==> config.mk <==
export PLATFORM = sky130hd
export DESIGN_NAME = fmov_unit_top
export DESIGN_NICKNAME = d
export VERILOG_FILES = /design/src/design/fp_format_pkg.sv /design/src/design/ooo_pkg.sv /design/src/design/cdb_broadcast.sv /design/src/design/fmov_station.sv /design/src/design/fmov_unit_top.sv /design/src/design/fpr_status.sv
export VERILOG_INCLUDE_DIRS = /design/src /design/src/include
export SDC_FILE = /design/constraint.sdc
export NUM_CORES = 1
export LEC_CHECK = 0
export ABC_AREA = 1
export BUFFER_PORTS_ARGS = -buffer_cell sky130_fd_sc_hd__buf_2
export CORE_UTILIZATION = 25
export CTS_BUF_LIST = sky130_fd_sc_hd__clkbuf_8
export DETAILED_ROUTE_END_ITERATION = 8
export PLACE_DENSITY_LB_ADDON = 0.3
export SLEW_MARGIN = 20
export SYNTH_ARGS = -nofsm -noshare
export SYNTH_HDL_FRONTEND = slang
export SYNTH_SLANG_ARGS = --single-unit
==> constraint.sdc <==
create_clock -name clk -period 6.7 [get_ports clk]
set_clock_uncertainty 0.05 [all_clocks]
set_input_delay 0.335 -clock clk [delete_from_list [all_inputs] [get_ports clk]]
set_output_delay 0.335 -clock clk [all_outputs]
set_load 0.02 [all_outputs]
==> src/include/fmov_cfg.svh <==
`ifndef FMOV_CFG_SVH
`define FMOV_CFG_SVH

// Reorder buffer tag width
`define FMOV_TAG_WIDTH 4

// Architectural FP registers
`define FMOV_N_FPR 8

// Station depth, compaction logic assumes two
`define FMOV_N_ENTRY 2

`endif

==> src/design/fp_format_pkg.sv <==
`default_nettype none

package fp_format_pkg;

	localparam int FP32_EXP_W = 8;
	localparam int FP32_MAN_W = 23;

	typedef struct packed {
		logic                  sign;
		logic [FP32_EXP_W-1:0] exponent;
		logic [FP32_MAN_W-1:0] mantissa;
	} fp32_t;

	typedef struct packed {
		logic is_fabs;
		logic is_fneg;
	} fmov_op_t;

	// Only the sign bit is touched
	function automatic fp32_t apply_sign(fmov_op_t op, fp32_t d);
		fp32_t r;
		r = d;
		case ({op.is_fabs, op.is_fneg})
			2'b00: r.sign = d.sign;   // FMV
			2'b01: r.sign = !d.sign;  // FNEG
			2'b10: r.sign = 1'b0;     // FABS
			default: r.sign = 1'b1;   // FNABS
		endcase
		return r;
	endfunction

endpackage

`default_nettype wire

==> src/design/ooo_pkg.sv <==
`default_nettype none
`include "fmov_cfg.svh"

package ooo_pkg;
	import fp_format_pkg::*;

	localparam int FPR_IDX_W = $clog2(`FMOV_N_FPR);

	typedef logic [`FMOV_TAG_WIDTH-1:0] rob_tag_t;
	typedef logic [FPR_IDX_W-1:0] fpr_idx_t;

	// CDB beat, also used for operand reads
	typedef struct packed {
		logic     valid;
		rob_tag_t tag;
		fp32_t    data;
	} cdb_t;

	typedef struct packed {
		fmov_op_t op;
		fpr_idx_t src;
		fpr_idx_t dst;
		rob_tag_t tag;
	} fmov_issue_t;

	// Direct register load
	typedef struct packed {
		logic     valid;
		fpr_idx_t idx;
		fp32_t    data;
	} arch_write_t;

endpackage

`default_nettype wire

==> src/design/cdb_broadcast.sv <==
`timescale 1ns/1ps
`default_nettype none

module cdb_broadcast import fp_format_pkg::*, ooo_pkg::*; (
	input  logic     clk,
	input  logic     reset,
	input  cdb_t     ext_result,
	output logic     ext_ready,
	input  logic     fmov_req_valid,
	input  rob_tag_t fmov_req_tag,
	output logic     fmov_req_ready,
	input  fp32_t    fmov_result,
	output cdb_t     cdb
);

	logic     grant_valid;
	logic     grant_ext;
	rob_tag_t grant_tag;
	fp32_t    ext_data;

	// Fixed priority, external producer never waits
	assign ext_ready      = 1'b1;
	assign fmov_req_ready = !ext_result.valid;

	always_ff @(posedge clk) begin
		if (reset) begin
			grant_valid <= 1'b0;
			grant_ext   <= 1'b0;
		end else begin
			grant_valid <= ext_result.valid || fmov_req_valid;
			grant_ext   <= ext_result.valid;
		end
	end

	always_ff @(posedge clk) begin
		grant_tag <= ext_result.valid ? ext_result.tag : fmov_req_tag;
		if (ext_result.valid) begin
			ext_data <= ext_result.data;
		end
	end

	// Station data is already registered on its side
	always_comb begin
		cdb.valid = grant_valid;
		cdb.tag   = grant_tag;
		cdb.data  = grant_ext ? ext_data : fmov_result;
	end

endmodule

`default_nettype wire

==> src/design/fmov_station.sv <==
`timescale 1ns/1ps
`default_nettype none
`include "fmov_cfg.svh"

module fmov_station import fp_format_pkg::*, ooo_pkg::*; (
	input  logic        clk,
	input  logic        reset,
	input  fmov_issue_t issue,
	input  logic        issue_valid,
	output logic        issue_ready,
	input  cdb_t        src_opd,
	input  cdb_t        cdb,
	output logic        fmov_req_valid,
	output rob_tag_t    fmov_req_tag,
	input  logic        fmov_req_ready,
	output fp32_t       fmov_result
);

	typedef struct packed {
		logic     valid;
		rob_tag_t tag;
		fmov_op_t op;
		cdb_t     opd; // valid means captured, tag is the awaited producer
	} entry_t;

	entry_t e     [`FMOV_N_ENTRY]; // Compacted toward 0, entry 0 oldest
	entry_t e_upd [`FMOV_N_ENTRY];
	entry_t e_new;
	logic [2:0] ready_vec;
	logic dispatch;
	fp32_t sel_data;

	// Wakeup from the CDB, sign applied on capture
	always_comb begin
		for (int i = 0; i < `FMOV_N_ENTRY; i++) begin
			e_upd[i] = e[i];
			if (!e[i].opd.valid && cdb.valid && cdb.tag == e[i].opd.tag) begin
				e_upd[i].opd.valid = 1'b1;
				e_upd[i].opd.data  = apply_sign(e[i].op, cdb.data);
			end
		end
	end

	// src_opd already carries the CDB bypass
	always_comb begin
		e_new.valid     = issue_valid;
		e_new.tag       = issue.tag;
		e_new.op        = issue.op;
		e_new.opd.valid = src_opd.valid;
		e_new.opd.tag   = src_opd.tag;
		e_new.opd.data  = apply_sign(issue.op, src_opd.data);
	end

	assign ready_vec[0] = e_upd[0].valid && e_upd[0].opd.valid;
	assign ready_vec[1] = e_upd[1].valid && e_upd[1].opd.valid;
	assign ready_vec[2] = e_new.valid && e_new.opd.valid;

	// Oldest ready first
	always_comb begin
		if (ready_vec[0]) begin
			fmov_req_tag = e_upd[0].tag;
			sel_data     = e_upd[0].opd.data;
		end else if (ready_vec[1]) begin
			fmov_req_tag = e_upd[1].tag;
			sel_data     = e_upd[1].opd.data;
		end else begin
			fmov_req_tag = e_new.tag;
			sel_data     = e_new.opd.data;
		end
	end

	assign fmov_req_valid = |ready_vec;
	assign dispatch       = fmov_req_valid && fmov_req_ready;
	assign issue_ready    = dispatch || !e[`FMOV_N_ENTRY-1].valid;

	always_ff @(posedge clk) begin
		if (reset) begin
			e[0] <= '0;
			e[1] <= '0;
		end else if (dispatch) begin
			if (ready_vec[0]) begin
				// Shift down, new issue goes behind
				e[0] <= e[1].valid ? e_upd[1] : e_new;
				e[1] <= e[1].valid ? e_new : '0;
			end else if (ready_vec[1]) begin
				e[0] <= e_upd[0];
				e[1] <= e_new;
			end else begin
				e[0] <= e_upd[0]; // Issue went straight out
				e[1] <= e_upd[1];
			end
		end else begin
			e[0] <= e[0].valid ? e_upd[0] : e_new;
			e[1] <= e[1].valid ? e_upd[1] : (e[0].valid ? e_new : '0);
		end
	end

	// Result lines up with the CDB beat after the grant
	always_ff @(posedge clk) begin
		if (dispatch) begin
			fmov_result <= sel_data;
		end
	end

endmodule

`default_nettype wire

==> src/design/fmov_unit_top.sv <==
`timescale 1ns/1ps
`default_nettype none

module fmov_unit_top import fp_format_pkg::*, ooo_pkg::*; (
	input  logic        clk,
	input  logic        reset,
	input  fmov_issue_t issue,
	input  logic        issue_valid,
	output logic        issue_ready,
	input  arch_write_t arch_write,
	input  cdb_t        ext_result,
	output logic        ext_ready,
	output cdb_t        cdb
);

	cdb_t     src_opd;
	logic     issue_fire;
	logic     fmov_req_valid;
	logic     fmov_req_ready;
	rob_tag_t fmov_req_tag;
	fp32_t    fmov_result;

	assign issue_fire = issue_valid && issue_ready;

	fpr_status u_fpr_status (
		.clk        (clk),
		.reset      (reset),
		.issue      (issue),
		.issue_fire (issue_fire),
		.arch_write (arch_write),
		.cdb        (cdb),
		.src_opd    (src_opd)
	);

	fmov_station u_fmov_station (
		.clk            (clk),
		.reset          (reset),
		.issue          (issue),
		.issue_valid    (issue_valid),
		.issue_ready    (issue_ready),
		.src_opd        (src_opd),
		.cdb            (cdb),
		.fmov_req_valid (fmov_req_valid),
		.fmov_req_tag   (fmov_req_tag),
		.fmov_req_ready (fmov_req_ready),
		.fmov_result    (fmov_result)
	);

	// Bus is fed back to the status table and the station
	cdb_broadcast u_cdb_broadcast (
		.clk            (clk),
		.reset          (reset),
		.ext_result     (ext_result),
		.ext_ready      (ext_ready),
		.fmov_req_valid (fmov_req_valid),
		.fmov_req_tag   (fmov_req_tag),
		.fmov_req_ready (fmov_req_ready),
		.fmov_result    (fmov_result),
		.cdb            (cdb)
	);

endmodule

`default_nettype wire

==> src/design/fpr_status.sv <==
`timescale 1ns/1ps
`default_nettype none
`include "fmov_cfg.svh"

module fpr_status import fp_format_pkg::*, ooo_pkg::*; (
	input  logic        clk,
	input  logic        reset,
	input  fmov_issue_t issue,
	input  logic        issue_fire,
	input  arch_write_t arch_write,
	input  cdb_t        cdb,
	output cdb_t        src_opd
);

	fp32_t    value    [`FMOV_N_FPR];
	rob_tag_t pend_tag [`FMOV_N_FPR];
	logic [`FMOV_N_FPR-1:0] pending;
	logic [`FMOV_N_FPR-1:0] cdb_hit;

	// A register waiting on the tag now on the bus
	always_comb begin
		for (int i = 0; i < `FMOV_N_FPR; i++) begin
			cdb_hit[i] = cdb.valid && pending[i] && (pend_tag[i] == cdb.tag);
		end
	end

	always_ff @(posedge clk) begin
		if (reset) begin
			pending <= '0;
		end else begin
			for (int i = 0; i < `FMOV_N_FPR; i++) begin
				if (issue_fire && issue.dst == fpr_idx_t'(i)) begin
					pending[i] <= 1'b1; // New producer wins over any clear
				end else if (arch_write.valid && arch_write.idx == fpr_idx_t'(i)) begin
					pending[i] <= 1'b0;
				end else if (cdb_hit[i]) begin
					pending[i] <= 1'b0;
				end
			end
		end
	end

	always_ff @(posedge clk) begin
		for (int i = 0; i < `FMOV_N_FPR; i++) begin
			if (issue_fire && issue.dst == fpr_idx_t'(i)) begin
				pend_tag[i] <= issue.tag;
			end
		end
	end

	// Register values
	always_ff @(posedge clk) begin
		for (int i = 0; i < `FMOV_N_FPR; i++) begin
			if (arch_write.valid && arch_write.idx == fpr_idx_t'(i)) begin
				value[i] <= arch_write.data;
			end else if (cdb_hit[i]) begin
				value[i] <= cdb.data;
			end
		end
	end

	// Source read sees state before this cycle's issue marks it
	always_comb begin
		src_opd.valid = !pending[issue.src] || cdb_hit[issue.src];
		src_opd.tag   = pend_tag[issue.src];
		src_opd.data  = cdb_hit[issue.src] ? cdb.data : value[issue.src];
	end

endmodule

`default_nettype wire

==> flow_summary.yaml <==
drt:
  drtPass1Iterations: 6
  routed_wl_mm: 85.10
  drt-vias-per-instance: 4.710
  wl_per_cell_um: 18.97
  dr_total_vias: 21130
  ant_nets: 0
  route.detailed.drc: 0
  drt_iter0_drc: 1810
synth:
  ys.flop_type: "edfxtp_1"
  ys_seq_area_share_pct: 54.15
  async_flop_share_pct: 0
  synth_most_common_cell: "nand2_1"
  yosys_warnings: 0
  synth_seq_cells: 454
  synth_compound_area_share_pct: 17.25
  yosys.area_share.xor_xnor_pct: 0.1406
  synthMuxAreaShare_pct: 0.04017
  synth_edf_count: 440
  synth_cells: 3006
  avgSynthCellArea_um2: 8.289
  synth_commonest_cells: "nand2_1 (886), o21ai_0 (591), edfxtp_1 (440)"
  synthSimpleGateAreaFrac_pct: 20.28
  syn_area_um2: 24920
  synth_top_family_by_area: "simple AND/OR/NAND/NOR gates"
  synth_area_leaders: "edfxtp_1 (53%), nand2_1 (13%), o21ai_0 (12%), inv_1 (4.1%), nand3_1 (3.4%)"
  synth_fa_ha_area_share_pct: 0
  yosysTopAreaCell: "edfxtp_1"
  synth.distinct_cells: 40
  yosysTopAreaCellShare_pct: 53.03
die:
  die_w_um: 317.7
  rows: 115
  pin_count: 127
  die_h_um: 317.7
  core_area_um2: 98560
  initial_core_util_pct: 25.28
  dieArea_um2: 100900
layout:
  syn_to_final_growth_pct: 15.98
  fin_cells: 4487
  fin_area_um2: 28900
  final_layout_size_suffix_gt1_share_pct: 9.787
  fillCellCount: 10500
  fin_util_pct: 29.32
  nNetsFinal: 3225
global_route:
  first_global_vias: 20180
  grt_max_degree: 86
  grt_pass1_wl_mm: 128.4
  grt.overflow.total: 0
  grt_usage_pct: 16.68
  antenna_found_initial: 2
power:
  sw_frac_of_total_pct: 30.80
  clkPwrFrac_pct: 35.9
  cellInternalPower_mw: 4.972
  p_per_area_nw_per_um2: 248.6
  p_comb_share_pct: 17.1
  ir_drop_v: 0.0001174
  p_seq_share_pct: 47.0
  switchingPower_mw: 2.213
  power.leakage_nw: 11.06
placed_design:
  post-place-cells: 4290
  place_congestion: 0.8365
  placedInstanceArea_um2: 26840
  dpl.hpwl_mm: 51.53
  port_buffers: 125
clock_network:
  insertion_delay_ps: 700
  cts_tree: "done"
  cts_max_level: 3
  clk_pin_slew_ps: 70
  cts_buffers: 82
  clockRootBuffer: "clkbuf_8"
  cts.sinks: 454
  cts.path.max_buffers: 3
timing:
  max_freq_mhz: 207.9
  grt_setup_unrepaired: "no"
  slew_viol_final: 0
  max-slew-margin-rel_pct: 30.84
  fin_setup_tns_ps: 0
  post-route-min-period_ps: 4809
  min_period_over_period_pct: 71.78
  finalSetupViolations: 0
  hold_viol: 0
  tightest_slew_ps: 1035
job:
  maxCapViolations: 0
worst_setup_path:
  cp.required_ps: 7230
  worst-setup-path-type: "reg -> reg"
  arrival_ps: 5340
  cp-end-kind: "flip-flop"
  r2r_slack_ps: 1890
  worstSetupStartpointType: "flip-flop"
  crit_fanout: 65
worst_hold_path:
  worstHoldPathType: "in -> reg"
status:
  outcome: "finished, final reports clean"
## through the flow
step	hold slack (ps)	total power, mW	worst slack (ps)
after floorplan	383.9	4.215	3852
after global placement	457.2	4.631	2434
after detailed placement	459.0	4.639	2386
after CTS	21.99	7.271	1919
after global routing	81.35	7.527	1599
final	64.54	7.184	1891
## flip-flops by register name, indices dropped and copies added, names as in the netlist
signal	count
u_cdb_broadcast.grant_valid	1
u_fpr_status.value	256
u_cdb_broadcast.ext_data	32
u_cdb_broadcast.grant_tag	4
u_fmov_station.fmov_result	32
u_cdb_broadcast.grant_ext	1
u_fpr_status.pending	8
u_fmov_station.e	88
u_fpr_status.pend_tag	32
## final timing paths
kind                                      from                        end  depth (start not counted)
setup / recovery  u_cdb_broadcast.grant_tag[0]    u_fpr_status.pending[2]                         16
setup reg to reg  u_cdb_broadcast.grant_tag[0]    u_fpr_status.pending[2]                         16
hold reg to reg        u_fpr_status.pending[0]    u_fpr_status.pending[0]                          2
hold / removal                  arch_write[16]  u_fpr_status.value[3][16]                          3
## power by group through the flow
stage / clock (mW) / combinational [mW] / sequential, mW
floorplan: 0 / 0.811 / 3.40
global placement: 0 / 1.20 / 3.43
detailed placement: 0 / 1.21 / 3.43
CTS: 2.66 / 1.24 / 3.37
global route: 2.76 / 1.38 / 3.39
finish: 2.58 / 1.23 / 3.37
## timing repair
action / 4_1_cts / 5_1_grt
resized for setup: 0 / 0
hold buffers: 50 / 0
endpoints found under the hold margin: 90 / 0
setup buffers: 0 / 0
## layout make-up
type,instances,area [um^2],share of cell area [%]
sequential,454,13490,46.70
multi-input combinational,2104,9749,33.74
tap,1287,1610,5.572
timing repair buffer,215,1429,4.945
clock buffer,89,1225,4.239
inverter,280,1054,3.646
clock inverter,56,331.6,1.147
antenna,2,5.005,0.01732
## cell usage in the layout (no fill, tap or decap), types with 2 or more instances in the layout
master,synthesis,layout
edfxtp_1,440,440
nor2_4,2,10
nand3_1,171,170
clkinv_2,0,12
o211ai_1,32,32
clkinvlp_4,0,4
clkinv_1,3,19
o21ai_1,7,7
buf_2,20,124
o22ai_1,4,4
o2111ai_1,3,3
a31oi_1,3,3
nor3_1,9,9
dfxtp_1,14,13
buf_4,16,41
diode_2,0,2
a221oi_1,2,2
nor2_1,189,181
inv_2,5,7
conb_1,1,67
o21ai_0,591,591
dlygate4sd3_1,0,50
bufinv_16,0,3
nand4_1,2,2
xor2_1,3,3
nand2_2,1,12
inv_1,272,288
clkbuf_8,0,89
nand2_1,886,875
a21oi_1,26,26
o221ai_1,93,93
nor2_2,2,2
## per-layer routing
layer / wire length, um / track usage [%]
met3: 4656 / 2.554
met2: 40770 / 28.43
met5: 0 / 0
met1: 38070 / 21.72
met4: 1599 / 4.822
## worst max-delay path: stages (launching register included)
cell and delay (ps):
dfxtp_1 590, clkinv_1 370, o22ai_1 250, nor3b_1 90, nand2_2 80, buf_4 530, nand2_1 220, nand2_4 190
nand2_8 230, inv_2 170, nand2_2 110, nand2_1 120, nand2_1 300, nand3_1 200, dlygate4sd3_1 570, a21oi_1 50
dlygate4sd3_1 570
## cell families after synthesis
| kind of cell | Yosys count |
|---|---|
| and+or+nand+nor | 1267 |
| AOI/OAI and AO/OA | 765 |
| DFF | 454 |
| muxes | 1 |
| buffers and inverters | 514 |
| other | 1 |
| xor gates and xnor gates | 4 |
Note: power is estimated with default switching activity, not from simulation.
